`config.mk`:
```
export PLATFORM = sky130hd
export DESIGN_NAME = ht_top
export DESIGN_NICKNAME = d
export VERILOG_FILES = /design/src/common/ht_cfg_pkg.sv /design/src/common/ht_ops_pkg.sv /design/src/common/ht_ifs.sv /design/src/data_table/data_table.sv /design/src/head_table/head_table.sv /design/src/hw/ht_hash.sv /design/src/hw/ht_top.sv /design/src/hw/ht_true_dp_ram.sv
export SDC_FILE = /design/constraint.sdc
export NUM_CORES = 2
export LEC_CHECK = 0
export BUFFER_PORTS_ARGS = -buffer_cell sky130_fd_sc_hd__buf_2
export CAP_MARGIN = 20
export CORE_MARGIN = 2
export CORE_UTILIZATION = 65
export CTS_CLUSTER_SIZE = 12
export DETAILED_ROUTE_END_ITERATION = 6
export GPL_TIMING_DRIVEN = 0
export PLACE_DENSITY = 0.82
export REMOVE_ABC_BUFFERS = 1
export SLEW_MARGIN = 30
export SYNTH_ARGS = -nofsm -noshare
export SYNTH_HDL_FRONTEND = slang
export SYNTH_HIERARCHICAL = 1
export SYNTH_SLANG_ARGS = --single-unit
```
`constraint.sdc`:
```
create_clock -name clk_i -period 6 [get_ports clk_i]
set_clock_uncertainty 0.05 [all_clocks]
set_input_delay 0.9 -clock clk_i [delete_from_list [all_inputs] [get_ports clk_i]]
set_output_delay 0.9 -clock clk_i [all_outputs]
set_load 0.02 [all_outputs]
```
`src/common/ht_cfg_pkg.sv`:
```
package ht_cfg_pkg;

  localparam int KEY_WIDTH    = 32;
  localparam int VALUE_WIDTH  = 16;

  // 256 buckets.
  localparam int BUCKET_WIDTH = 8;

  // 16 entries in the data RAM.
  localparam int PTR_WIDTH    = 4;

  // Head table word is the chain head pointer plus its valid flag.
  localparam int HEAD_WIDTH   = PTR_WIDTH + 1;

  typedef struct packed {
    logic [KEY_WIDTH-1:0]   key;
    logic [VALUE_WIDTH-1:0] value;
    logic [PTR_WIDTH-1:0]   next_ptr;
    logic                   next_ptr_val;
  } ht_entry_t;

  localparam int ENTRY_WIDTH  = $bits(ht_entry_t);

endpackage

```
`src/common/ht_ops_pkg.sv`:
```
package ht_ops_pkg;

  typedef enum logic {
    OP_SEARCH,
    OP_INSERT
  } ht_opcode_t;

  typedef enum logic [2:0] {
    RES_FOUND,
    RES_NOT_FOUND,
    RES_INSERTED,
    RES_UPDATED,
    RES_FULL
  } ht_result_t;

  // Chain walker states of the data table.
  typedef enum logic [2:0] {
    IDLE,
    READ_HEAD,
    READ_NO_HEAD,
    KEY_MATCH,
    KEY_NO_MATCH_HAVE_NEXT_PTR,
    GOT_TAIL,
    WRITE,
    CLEAR
  } ht_data_table_state_t;

endpackage

```
`src/common/ht_ifs.sv`:
```
`timescale 1ns/1ns

// Command stream between pipeline stages.
interface ht_if
  import ht_cfg_pkg::*, ht_ops_pkg::*;
();

  ht_opcode_t              opcode;
  logic [KEY_WIDTH-1:0]    key;
  logic [VALUE_WIDTH-1:0]  value;
  logic [BUCKET_WIDTH-1:0] bucket;
  logic [PTR_WIDTH-1:0]    head_ptr;
  logic                    head_ptr_val;
  logic                    valid;
  logic                    ready;

  modport master (
    output opcode, key, value, bucket, head_ptr, head_ptr_val, valid,
    input  ready
  );

  modport slave (
    input  opcode, key, value, bucket, head_ptr, head_ptr_val, valid,
    output ready
  );

endinterface

// Result stream out of the data table.
interface ht_res_if
  import ht_cfg_pkg::*, ht_ops_pkg::*;
();

  ht_result_t             result;
  logic [KEY_WIDTH-1:0]   key;
  logic [VALUE_WIDTH-1:0] value;
  logic                   valid;
  logic                   ready;

  modport master (
    output result, key, value, valid,
    input  ready
  );

  modport slave (
    input  result, key, value, valid,
    output ready
  );

endinterface

// New chain head written back by the data table.
interface head_table_if
  import ht_cfg_pkg::*;
();

  logic                    wr_en;
  logic [BUCKET_WIDTH-1:0] wr_bucket;
  logic [PTR_WIDTH-1:0]    wr_head_ptr;
  logic                    wr_head_val;

  modport master (
    output wr_en, wr_bucket, wr_head_ptr, wr_head_val
  );

  modport slave (
    input  wr_en, wr_bucket, wr_head_ptr, wr_head_val
  );

endinterface

```
`src/data_table/data_table.sv`:
```
`timescale 1ns/1ns

module data_table
  import ht_cfg_pkg::*, ht_ops_pkg::*;
(
  input  logic         clk_i,
  input  logic         rst_i,

  ht_if.slave          ht_in,
  ht_res_if.master     ht_res_out,

  head_table_if.master head_table_if,

  input  logic         clear_run_i,
  output logic         clear_done_o
);

  ht_data_table_state_t    state;
  ht_data_table_state_t    next_state;

  // Command under service.
  ht_opcode_t              cmd_opcode;
  logic [KEY_WIDTH-1:0]    cmd_key;
  logic [VALUE_WIDTH-1:0]  cmd_value;
  logic [BUCKET_WIDTH-1:0] cmd_bucket;
  logic [PTR_WIDTH-1:0]    cmd_head_ptr;
  logic                    cmd_head_val;

  logic [PTR_WIDTH-1:0]    cur_ptr;
  logic [PTR_WIDTH:0]      free_cnt;
  logic                    table_full;
  logic [BUCKET_WIDTH-1:0] clear_cnt;

  ht_entry_t               rd_data;
  ht_entry_t               wr_data;
  logic [PTR_WIDTH-1:0]    rd_addr;
  logic [PTR_WIDTH-1:0]    wr_addr;
  logic                    wr_en;

  logic                    in_fire;
  logic                    comparing;
  logic                    key_match;
  logic                    hop;
  logic                    finish;

  logic                    res_valid;
  ht_result_t              res_result;
  logic [VALUE_WIDTH-1:0]  res_value;

  assign ht_in.ready = (state == IDLE) && !res_valid && !clear_run_i;
  assign in_fire     = ht_in.valid && ht_in.ready;
  assign table_full  = free_cnt[PTR_WIDTH];

  assign comparing = (state == READ_HEAD) || (state == KEY_NO_MATCH_HAVE_NEXT_PTR);
  assign key_match = (rd_data.key == cmd_key);
  assign hop       = comparing && (next_state == KEY_NO_MATCH_HAVE_NEXT_PTR);
  assign finish    = (next_state == IDLE) && (state != IDLE) && (state != CLEAR);

  // ----------------------------------------------------------------------
  // Chain walk.
  // ----------------------------------------------------------------------
  always_comb
    begin
      next_state = state;
      case (state)
        IDLE:
          if (in_fire)
            begin
              if (ht_in.head_ptr_val)
                next_state = READ_HEAD;
              else
                next_state = READ_NO_HEAD;
            end
        READ_HEAD, KEY_NO_MATCH_HAVE_NEXT_PTR:
          if (key_match)
            next_state = KEY_MATCH;
          else if (rd_data.next_ptr_val)
            next_state = KEY_NO_MATCH_HAVE_NEXT_PTR;
          else
            next_state = GOT_TAIL;
        KEY_MATCH:
          if (cmd_opcode == OP_INSERT)
            next_state = WRITE;
          else
            next_state = IDLE;
        READ_NO_HEAD, GOT_TAIL:
          if (cmd_opcode == OP_INSERT && !table_full)
            next_state = WRITE;
          else
            next_state = IDLE;
        WRITE:
          next_state = IDLE;
        CLEAR:
          if (clear_cnt == '1)
            next_state = IDLE;
        default:
          next_state = IDLE;
      endcase
      if (clear_run_i)
        next_state = CLEAR;
    end

  always_ff @(posedge clk_i or posedge rst_i)
    if (rst_i)
      state <= IDLE;
    else
      state <= next_state;

  // Keep reading the current entry unless the walk moves on.
  always_comb
    if (state == IDLE)
      rd_addr = ht_in.head_ptr;
    else if (hop)
      rd_addr = rd_data.next_ptr;
    else
      rd_addr = cur_ptr;

  always_ff @(posedge clk_i)
    if (in_fire)
      begin
        cmd_opcode   <= ht_in.opcode;
        cmd_key      <= ht_in.key;
        cmd_value    <= ht_in.value;
        cmd_bucket   <= ht_in.bucket;
        cmd_head_ptr <= ht_in.head_ptr;
        cmd_head_val <= ht_in.head_ptr_val;
        cur_ptr      <= ht_in.head_ptr;
      end
    else if (hop)
      cur_ptr <= rd_data.next_ptr;

  // ----------------------------------------------------------------------
  // Result.
  // ----------------------------------------------------------------------
  always_ff @(posedge clk_i)
    case (state)
      KEY_MATCH:
        if (cmd_opcode == OP_INSERT)
          begin
            res_result <= RES_UPDATED;
            res_value  <= cmd_value;
          end
        else
          begin
            res_result <= RES_FOUND;
            res_value  <= rd_data.value;
          end
      READ_NO_HEAD, GOT_TAIL:
        if (cmd_opcode == OP_SEARCH)
          begin
            res_result <= RES_NOT_FOUND;
            res_value  <= '0;
          end
        else if (table_full)
          begin
            res_result <= RES_FULL;
            res_value  <= '0;
          end
        else
          begin
            res_result <= RES_INSERTED;
            res_value  <= cmd_value;
          end
      default:
        ;
    endcase

  always_ff @(posedge clk_i or posedge rst_i)
    if (rst_i)
      res_valid <= 1'b0;
    else if (res_valid && ht_res_out.ready)
      res_valid <= 1'b0;
    else if (finish)
      res_valid <= 1'b1;

  assign ht_res_out.valid  = res_valid;
  assign ht_res_out.result = res_result;
  assign ht_res_out.key    = cmd_key;
  assign ht_res_out.value  = res_value;

  // ----------------------------------------------------------------------
  // Writes, allocation and clear.
  // ----------------------------------------------------------------------
  always_comb
    begin
      wr_data = rd_data;
      wr_addr = cur_ptr;
      wr_en   = (state == WRITE);
      if (state == CLEAR)
        begin
          wr_data = '0;
          wr_addr = clear_cnt[PTR_WIDTH-1:0];
          wr_en   = 1'b1;
        end
      else if (res_result == RES_UPDATED)
        wr_data.value = cmd_value;
      else
        begin
          // New entry becomes the head and links to the old one.
          wr_data = '{cmd_key, cmd_value, cmd_head_ptr, cmd_head_val};
          wr_addr = free_cnt[PTR_WIDTH-1:0];
        end
    end

  assign head_table_if.wr_en       = (state == WRITE) && (res_result == RES_INSERTED);
  assign head_table_if.wr_bucket   = cmd_bucket;
  assign head_table_if.wr_head_ptr = free_cnt[PTR_WIDTH-1:0];
  assign head_table_if.wr_head_val = 1'b1;

  always_ff @(posedge clk_i or posedge rst_i)
    if (rst_i)
      begin
        free_cnt  <= '0;
        clear_cnt <= '0;
      end
    else if (clear_run_i)
      clear_cnt <= '0;
    else if (state == CLEAR)
      begin
        clear_cnt <= clear_cnt + 1'b1;
        if (clear_done_o)
          free_cnt <= '0;
      end
    else if (head_table_if.wr_en)
      free_cnt <= free_cnt + 1'b1;

  assign clear_done_o = (state == CLEAR) && (clear_cnt == '1);

  ht_true_dp_ram #(
    .DATA_WIDTH ( ENTRY_WIDTH          ),
    .ADDR_WIDTH ( PTR_WIDTH            )
  ) u_data_ram (
    .clk_i      ( clk_i                ),

    .addr_a_i   ( rd_addr              ),
    .data_a_i   ( {ENTRY_WIDTH{1'b0}}  ),
    .we_a_i     ( 1'b0                 ),
    .q_a_o      ( rd_data              ),

    .addr_b_i   ( wr_addr              ),
    .data_b_i   ( wr_data              ),
    .we_b_i     ( wr_en                ),
    .q_b_o      (                      )
  );

endmodule

```
`src/head_table/head_table.sv`:
```
`timescale 1ns/1ns

module head_table
  import ht_cfg_pkg::*;
(
  input  logic         clk_i,
  input  logic         rst_i,

  ht_if.slave          ht_in,
  ht_if.master         ht_out,

  head_table_if.slave  head_table_if,

  input  logic         clear_run_i,
  output logic         clear_busy_o
);

  logic [HEAD_WIDTH-1:0]   head_rd;
  logic [HEAD_WIDTH-1:0]   head_upd;
  logic [HEAD_WIDTH-1:0]   head_held;
  logic                    head_from_ram;

  logic                    in_fire;
  logic                    fwd_in;
  logic                    fwd_out;

  logic [BUCKET_WIDTH-1:0] clear_addr;
  logic [BUCKET_WIDTH-1:0] wr_addr;
  logic [HEAD_WIDTH-1:0]   wr_data;
  logic                    wr_en;

  assign ht_in.ready = !clear_run_i && !clear_busy_o && (!ht_out.valid || ht_out.ready);
  assign in_fire     = ht_in.valid && ht_in.ready;

  assign head_upd = {head_table_if.wr_head_ptr, head_table_if.wr_head_val};
  assign fwd_in   = head_table_if.wr_en && (head_table_if.wr_bucket == ht_in.bucket);
  assign fwd_out  = head_table_if.wr_en && (head_table_if.wr_bucket == ht_out.bucket);

  // ----------------------------------------------------------------------
  // Output stage.
  // ----------------------------------------------------------------------
  always_ff @(posedge clk_i or posedge rst_i)
    if (rst_i)
      begin
        ht_out.valid  <= 1'b0;
        head_from_ram <= 1'b0;
      end
    else
      begin
        if (in_fire)
          ht_out.valid <= 1'b1;
        else if (ht_out.ready)
          ht_out.valid <= 1'b0;
        // RAM data is good for one cycle only unless a write beat it.
        head_from_ram <= in_fire && !fwd_in;
      end

  always_ff @(posedge clk_i)
    if (in_fire)
      begin
        ht_out.opcode <= ht_in.opcode;
        ht_out.key    <= ht_in.key;
        ht_out.value  <= ht_in.value;
        ht_out.bucket <= ht_in.bucket;
      end

  // Held head follows late writes to the same bucket.
  always_ff @(posedge clk_i)
    if (in_fire || fwd_out)
      head_held <= head_upd;
    else if (head_from_ram)
      head_held <= head_rd;

  assign ht_out.head_ptr     = head_from_ram ? head_rd[HEAD_WIDTH-1:1] : head_held[HEAD_WIDTH-1:1];
  assign ht_out.head_ptr_val = head_from_ram ? head_rd[0] : head_held[0];

  // ----------------------------------------------------------------------
  // Clear sequencer steps one bucket per cycle.
  // ----------------------------------------------------------------------
  always_ff @(posedge clk_i or posedge rst_i)
    if (rst_i)
      begin
        clear_busy_o <= 1'b0;
        clear_addr   <= '0;
      end
    else if (clear_run_i)
      begin
        clear_busy_o <= 1'b1;
        clear_addr   <= '0;
      end
    else if (clear_busy_o)
      begin
        clear_addr <= clear_addr + 1'b1;
        if (clear_addr == '1)
          clear_busy_o <= 1'b0;
      end

  assign wr_addr = clear_busy_o ? clear_addr : head_table_if.wr_bucket;
  assign wr_data = clear_busy_o ? '0 : head_upd;
  assign wr_en   = clear_busy_o || head_table_if.wr_en;

  ht_true_dp_ram #(
    .DATA_WIDTH ( HEAD_WIDTH          ),
    .ADDR_WIDTH ( BUCKET_WIDTH        )
  ) u_head_ram (
    .clk_i      ( clk_i               ),

    .addr_a_i   ( ht_in.bucket        ),
    .data_a_i   ( {HEAD_WIDTH{1'b0}}  ),
    .we_a_i     ( 1'b0                ),
    .q_a_o      ( head_rd             ),

    .addr_b_i   ( wr_addr             ),
    .data_b_i   ( wr_data             ),
    .we_b_i     ( wr_en               ),
    .q_b_o      (                     )
  );

endmodule

```
`src/hw/ht_hash.sv`:
```
`timescale 1ns/1ns

module ht_hash
  import ht_cfg_pkg::*, ht_ops_pkg::*;
(
  input  logic                   clk_i,
  input  logic                   rst_i,

  input  logic                   cmd_valid_i,
  output logic                   cmd_ready_o,
  input  ht_opcode_t             cmd_opcode_i,
  input  logic [KEY_WIDTH-1:0]   cmd_key_i,
  input  logic [VALUE_WIDTH-1:0] cmd_value_i,

  ht_if.master                   ht_out
);

  logic cmd_fire;

  // XOR of all bucket-sized slices of the key.
  function automatic logic [BUCKET_WIDTH-1:0] fold_key(input logic [KEY_WIDTH-1:0] key);
    logic [BUCKET_WIDTH-1:0] acc;
    acc = '0;
    for (int i = 0; i < KEY_WIDTH / BUCKET_WIDTH; i++)
      acc ^= key[i*BUCKET_WIDTH +: BUCKET_WIDTH];
    return acc;
  endfunction

  assign cmd_ready_o = !ht_out.valid || ht_out.ready;
  assign cmd_fire    = cmd_valid_i && cmd_ready_o;

  always_ff @(posedge clk_i or posedge rst_i)
    if (rst_i)
      ht_out.valid <= 1'b0;
    else if (cmd_fire)
      ht_out.valid <= 1'b1;
    else if (ht_out.ready)
      ht_out.valid <= 1'b0;

  always_ff @(posedge clk_i)
    if (cmd_fire)
      begin
        ht_out.opcode <= cmd_opcode_i;
        ht_out.key    <= cmd_key_i;
        ht_out.value  <= cmd_value_i;
        ht_out.bucket <= fold_key(cmd_key_i);
      end

  // Head is looked up by the next stage.
  assign ht_out.head_ptr     = '0;
  assign ht_out.head_ptr_val = 1'b0;

endmodule

```
`src/hw/ht_top.sv`:
```
`timescale 1ns/1ns

module ht_top
  import ht_cfg_pkg::*, ht_ops_pkg::*;
(
  input  logic                   clk_i,
  input  logic                   rst_i,

  input  logic                   cmd_valid_i,
  output logic                   cmd_ready_o,
  input  ht_opcode_t             cmd_opcode_i,
  input  logic [KEY_WIDTH-1:0]   cmd_key_i,
  input  logic [VALUE_WIDTH-1:0] cmd_value_i,

  output logic                   res_valid_o,
  input  logic                   res_ready_i,
  output ht_result_t             res_result_o,
  output logic [KEY_WIDTH-1:0]   res_key_o,
  output logic [VALUE_WIDTH-1:0] res_value_o,

  input  logic                   clear_run_i,
  output logic                   clear_done_o
);

  ht_if         hash_to_head ();
  ht_if         head_to_data ();
  ht_res_if     res_if ();
  head_table_if head_upd ();

  assign res_valid_o  = res_if.valid;
  assign res_result_o = res_if.result;
  assign res_key_o    = res_if.key;
  assign res_value_o  = res_if.value;
  assign res_if.ready = res_ready_i;

  ht_hash u_hash (
    .clk_i         ( clk_i         ),
    .rst_i         ( rst_i         ),

    .cmd_valid_i   ( cmd_valid_i   ),
    .cmd_ready_o   ( cmd_ready_o   ),
    .cmd_opcode_i  ( cmd_opcode_i  ),
    .cmd_key_i     ( cmd_key_i     ),
    .cmd_value_i   ( cmd_value_i   ),

    .ht_out        ( hash_to_head  )
  );

  // Busy flag stays internal to the head table.
  head_table u_head_table (
    .clk_i         ( clk_i         ),
    .rst_i         ( rst_i         ),

    .ht_in         ( hash_to_head  ),
    .ht_out        ( head_to_data  ),

    .head_table_if ( head_upd      ),

    .clear_run_i   ( clear_run_i   ),
    .clear_busy_o  (               )
  );

  data_table u_data_table (
    .clk_i         ( clk_i         ),
    .rst_i         ( rst_i         ),

    .ht_in         ( head_to_data  ),
    .ht_res_out    ( res_if        ),

    .head_table_if ( head_upd      ),

    .clear_run_i   ( clear_run_i   ),
    .clear_done_o  ( clear_done_o  )
  );

endmodule

```
`src/hw/ht_true_dp_ram.sv`:
```
`timescale 1ns/1ns

module ht_true_dp_ram #(
  parameter int DATA_WIDTH = 8,
  parameter int ADDR_WIDTH = 4
)
(
  input  logic                  clk_i,

  input  logic [ADDR_WIDTH-1:0] addr_a_i,
  input  logic [DATA_WIDTH-1:0] data_a_i,
  input  logic                  we_a_i,
  output logic [DATA_WIDTH-1:0] q_a_o,

  input  logic [ADDR_WIDTH-1:0] addr_b_i,
  input  logic [DATA_WIDTH-1:0] data_b_i,
  input  logic                  we_b_i,
  output logic [DATA_WIDTH-1:0] q_b_o
);

  logic [DATA_WIDTH-1:0] mem [2**ADDR_WIDTH];

  // Read-first on both ports. Port B wins on a write collision.
  always_ff @(posedge clk_i)
    begin
      if (we_a_i)
        mem[addr_a_i] <= data_a_i;
      if (we_b_i)
        mem[addr_b_i] <= data_b_i;
      q_a_o <= mem[addr_a_i];
      q_b_o <= mem[addr_b_i];
    end

endmodule

```
# After elaboration in Yosys (flattened, before gate mapping)
# Memories as Yosys holds them, arrays and structs flattened. A register that Yosys moved wholly into a read port is not among the register bits.
# Cells that the tools add are included.
[word_totals]
reg_bits = 233
ramBits = 2128
inputBits = 54
out_inout_bits = 54
memories = 2
[op_classes]
addsub = 3
eq_ne = 17
n_mux = 52
bitwise_logic = 4
n_reduce_logical = 43
[memory_table]
columns = ["memory", "words", "word_bits", "rd", "rd_clocked_by_memory_dff", "wr", "line", "source"]
rows = [
  ["u_head_table.u_head_ram.mem", 256, 5, 1, 1, 1, "ht_true_dp_ram.sv:21", "logic [DATA_WIDTH-1:0] mem [2**ADDR_WIDTH];"],
  ["u_data_table.u_data_ram.mem", 16, 53, 1, 1, 1, "ht_true_dp_ram.sv:21", ""],
]
[ops]
columns = ["op", "n"]
rows = [
  ["2-to-1 mux 53 bit", 1],
  ["2-to-1 mux 16 bit", 3],
  ["2-to-1 mux 8 bit", 5],
  ["2-to-1 mux 5 bit", 7],
  ["equality test 32 bit", 1],
  ["2-to-1 mux 32 bit", 1],
  ["case mux 16 bit (2 select lines)", 1],
  ["2-to-1 mux 3 bit", 8],
  ["2-to-1 mux 4 bit", 6],
  ["XOR 8 bit", 3],
  ["case mux 3 bit (6 select lines)", 1],
  ["logical AND 1 bit", 17],
  ["adder 8 x 1 -> 8 bit (second input constant)", 2],
  ["equality test 8 bit", 2],
  ["equality test 8 bit (second input constant)", 2],
  ["2-to-1 mux 1 bit", 16],
  ["nonzero test 2 bit", 8],
  ["equality test 3 bit (second input constant)", 5],
  ["equality test 3 x 2 -> 1 bit (second input constant)", 4],
  ["zero test 1 bit", 7],
  ["zero test 3 bit", 2],
  ["case mux 3 bit (2 select lines)", 1],
  ["adder 5 x 1 -> 5 bit (second input constant)", 1],
  ["logical OR 1 bit", 5],
  ["8 further kinds", 10],
]

# Logic depth before layout (Yosys ltp)
[logic_depth]
depth_word = 12
mapped_depth = 14
ltp_nobuf = 10

# Hierarchy
# The synthesis kept the hierarchy.
[by_module_without_submodules]
columns = ["module", "n_inst", "cells_each", "area_each_um2"]
rows = [
  ["ht_true_dp_ram (u_head_table.u_head_ram)", 1, 5024, 76981.3],
  ["ht_true_dp_ram (u_data_table.u_data_ram)", 1, 2938, 50474.7],
  ["data_table", 1, 447, 5021.1],
  ["head_table", 1, 161, 2803.9],
  ["ht_hash", 1, 92, 2010.7],
]

# Least setup slack after synthesis
# OpenSTA, ideal clock, no wires.
[synth_path]
kind = "flip-flop to flip-flop"
startpoint = "register u_data_table.res_result[2], in the netlist u_data_table/ht_res_out.result[2]"
endpoint = "memory u_data_table/u_data_ram/mem[13][0] (netlist name), enable pin"
arrival_time_ns = 4.472
setup_slack_ns = 0.996
path_stages_with_launch = 10
path_buffers = 3
synth_period_minus_slack_ns = 5.004
path_cell_list = "edfxtp_1 > nor2b_1 > and2_1 > clkbuf_1 > clkbuf_1 > nand2_1 > a31oi_1 > buf_2 > nand3_1 > o22ai_1"
[synth_between]
elab_chain_cells = 3
[synth_rtl]
columns = ["item", "line", "source"]
rows = [
  ["from (decl)", "data_table.sv:47", "ht_result_t res_result;"],
  ["from (signal assigned)", "data_table.sv:140", "res_result <= RES_UPDATED;"],
  ["from (signal assigned)", "data_table.sv:145", "res_result <= RES_FOUND;"],
  ["from (signal assigned)", "data_table.sv:151", "res_result <= RES_NOT_FOUND;"],
  ["equality test 3 x 2 -> 1 bit", "data_table.sv:195", "else if (res_result == RES_UPDATED)"],
  ["2-to-1 mux 4 bit", "data_table.sv:195", ""],
  ["2-to-1 mux 4 bit", "data_table.sv:189", "if (state == CLEAR)"],
  ["named net u_data_table.wr_addr[2]", "data_table.sv:37", "logic [PTR_WIDTH-1:0] wr_addr;"],
  ["to (decl)", "ht_true_dp_ram.sv:21", ""],
]
# The timed path passes the listed nets, and every way through them passes these cells.

# Worst setup path in the final report
[layout_path]
startpoint = "register u_data_table.cmd_key[18], in the netlist u_data_table/ht_res_out.key[18]"
endpoint = "register u_data_table.u_data_ram.q_a_o[5] (read register of u_data_table.u_data_ram.mem)"
[layout_between]
elab_chain_cells = 8
[layout_rtl]
columns = ["item", "line", "source"]
rows = [
  ["from (decl)", "data_table.sv:23", "logic [KEY_WIDTH-1:0] cmd_key;"],
  ["from (signal assigned)", "data_table.sv:122", "cmd_key <= ht_in.key;"],
  ["equality test 32 bit", "data_table.sv:55", "assign key_match = (rd_data.key == cmd_key);"],
  ["2-to-1 mux 3 bit", "data_table.sv:75", "if (key_match)"],
  ["case mux 3 bit (6 select lines)", "data_table.sv:65", "case (state)"],
  ["2-to-1 mux 3 bit", "data_table.sv:99", "if (clear_run_i)"],
  ["equality test 3 bit", "data_table.sv:56", "assign hop = comparing && (next_state == KEY_NO_MATCH_HAVE_NEXT_PTR);"],
  ["logical AND 1 bit", "data_table.sv:56", ""],
  ["2-to-1 mux 4 bit", "n/a", ""],
  ["2-to-1 mux 4 bit", "data_table.sv:111", "if (state == IDLE)"],
  ["named net u_data_table.rd_addr[0]", "data_table.sv:36", "logic [PTR_WIDTH-1:0] rd_addr;"],
  ["to (decl)", "ht_true_dp_ram.sv:13", "output logic [DATA_WIDTH-1:0] q_a_o,"],
]
# The timed path passes the listed nets, and every way through them passes these cells.
# A chain may end at the register's enable or synchronous reset.

==> results.yml <==
outcome:
  status: "finished with violations"
  failed_checks: "max-slew violations"
placement:
  routabilityCongestion: 0.835
  placed_cells: 9956
  io_buffers: 107
  place_area_um2: 130000
  hpwl_um: 227000
power:
  internal-power_mw: 36.6
  peakVddDrop_v: 0.000427
  power_switching_mw: 16.2
  power_frac_comb_pct: 29.5
  swShare_pct: 30.8
  p_seq_share_pct: 41.1
  power_leakage_nw: 45.0
  finalPower_mw: 52.8
  power_density_nw_per_um2: 382
  p_clk_share_pct: 29.4
sta:
  fin_worst_hold_slack_ns: 0.0892
  period_minus_slack_ns: 5.36
  hold_viol: 0
  relSlewSlack_pct: -28.8
  final.setup.tns_ns: 0
  slew_viol_final: 264
  period_share_pct: 89.4
  fmax_mhz: 187
  finalSetupViolCount: 0
  rsz0062_at_grt: "no"
  worst_pin_slew_ns: 1.93
floorplan:
  initial_utilization_pct: 65.2
  dieArea_um2: 189000
  die-width_um: 435
  io_pins: 108
  core_region_area_um2: 185000
  rows: 158
  die_y_um: 435
grt:
  track_usage_pct: 39.3
  grt_pass1_vias: 77928
  grt_overflow_total: 0
  antenna_found_initial: 18
  grt_pass1_wl_um: 534000
  grt_start_max_net_pins: 101
yosys:
  synth_cells: 7459
  synth_warnings: 6
  synth_area_per_cell_um2: 16.2
  syn_area_um2: 120000
layout:
  area_growth_pct: 14.9
  final_common_cell: "edfxtp_1"
  layout_common_cells: "edfxtp_1 (2328), mux2_2 (2046), mux4_2 (532)"
  nets: 7812
  fin_cells: 10440
  fill_cells: 10050
  drive_gt1_share_pct: 44.5
  design_area_um2: 138000
clock_tree:
  cts_root_buf: "clkbuf_16"
  clk_latency_ns: 0.94
  post_cts_resized: 0
  clockBufferDepth: 4
  cts_tree: "built"
  cts_buffers: 274
  post-cts-setup-buffer-count: 0
  cts.htree.levels: 5
  cts.sinks: 2419
  clkSlewWorstSetupHoldPaths_ns: 0.06
route:
  drt_wl_total_um: 374000
  via_per_inst: 7.35
  drc: 0
  ant_nets: 0
  drt-pass1-iter-count: 6
  wl_per_cell_um: 35.8
  drt_iter0_markers: 11542
  via_count: 76720
critical_path:
  arrival_ns: 6.09
  required_ns: 6.73
  crit_type: "flip-flop to flip-flop"
  worstSetupStartpointType: "flip-flop"
  end_kind: "flip-flop"
  crit_fanout: 29
flow_run:
  drv_cap: 0
worst_hold_path:
  hold_class: "input pin to flip-flop"
==> final timing paths <==
kind / startpoint / to / slack, ns / cells past startpoint
max: u_data_table/ht_res_out.key[18] / u_data_table/u_data_ram/q_a_o[5] / 0.64 / 11
min: cmd_value_i[14] / u_hash/ht_out.value[14] / 0.09 / 1
max reg2reg: u_data_table/ht_res_out.key[18] / u_data_table/u_data_ram/q_a_o[5] / 0.64 / 11
min reg2reg: u_head_table/ht_out.value[7] / u_data_table/cmd_value[7] / 0.35 / 0
max in group asynchronous: rst_i / u_data_table/free_cnt[4] / 4.61 / 3
min in group asynchronous: rst_i / u_hash/ht_out.valid / 0.44 / 3
==> power by group through the flow <==
stage / clock, mW / combinational (mW) / sequential (mW)
6_report: 15.5 / 15.6 / 21.7
5_1_grt: 16.2 / 15.8 / 21.8
4_1_cts: 15.6 / 14.9 / 21.7
3_5_place_dp: 0 / 14.7 / 21.9
3_3_place_gp: 0 / 11.5 / 22.5
2_1_floorplan: 0 / 8.30 / 22.0
==> metrics by stage <==
stage          util [%]  worst slack, ns
6_report           74.9            0.638
5_1_grt            74.9            0.605
2_1_floorplan         -            -8.22
3_3_place_gp       66.1           -16.91
3_5_place_dp       70.4            0.949
4_1_cts            74.7            0.841
==> worst max-delay path, stage by stage, from the launching register on <==
cell and delay [ns]:
edfxtp_1 0.54, xnor2_1 0.47, nand4_1 0.36, nor4_2 0.89, a21oi_4 0.24, nor2_2 0.37
a21o_4 0.60, buf_16 0.34, buf_16 0.28, mux4_2 0.58, a22oi_1 0.23, nand2_1 0.17
==> layout make-up <==
cell class / count / area, um2 / share of cell area, %
clock inverters: 81 / 572 / 0.413
diodes: 30 / 75.1 / 0.0542
flip-flops and latches: 2419 / 71900 / 51.9
clock buffers: 371 / 7430 / 5.37
multi-input cells: 4603 / 47500 / 34.3
well taps: 2480 / 3100 / 2.24
inverters: 9 / 41.3 / 0.0298
repair buffers: 447 / 7860 / 5.68
==> repair_timing <==
action	CTS	global route
setup endpoints to repair	0	0
hold buffers	1	0
endpoints found under the hold margin	1	0
==> metal layers <==
metal	routed length, um	part of all wire (%)	vias up	GRT usage [%]
met5	46	0.012	-	0
met1	121000	32	38428	47.9
met3	47200	13	1868	10.2
met2	174000	47	6626	61.3
met4	31500	8.4	8	28.4
li1	-	-	29790	-
==> registers in the layout, indices dropped and copies added (netlist names), 8 cells and up <==
name,flops
u_hash/ht_out.bucket,8
u_head_table/ht_out.key,32
u_hash/ht_out.value,16
u_head_table/u_head_ram/mem,1280
u_head_table/ht_out.value,16
u_head_table/clear_addr,8
u_data_table/head_table_if.wr_bucket,8
u_data_table/u_data_ram/mem,848
u_data_table/cmd_value,16
u_data_table/ht_res_out.value,16
u_data_table/ht_res_out.key,32
u_data_table/clear_cnt,8
u_head_table/ht_out.bucket,8
u_hash/ht_out.key,32
u_data_table/u_data_ram/q_a_o,53
No activity file was read; power rests on OpenSTA's default activity.
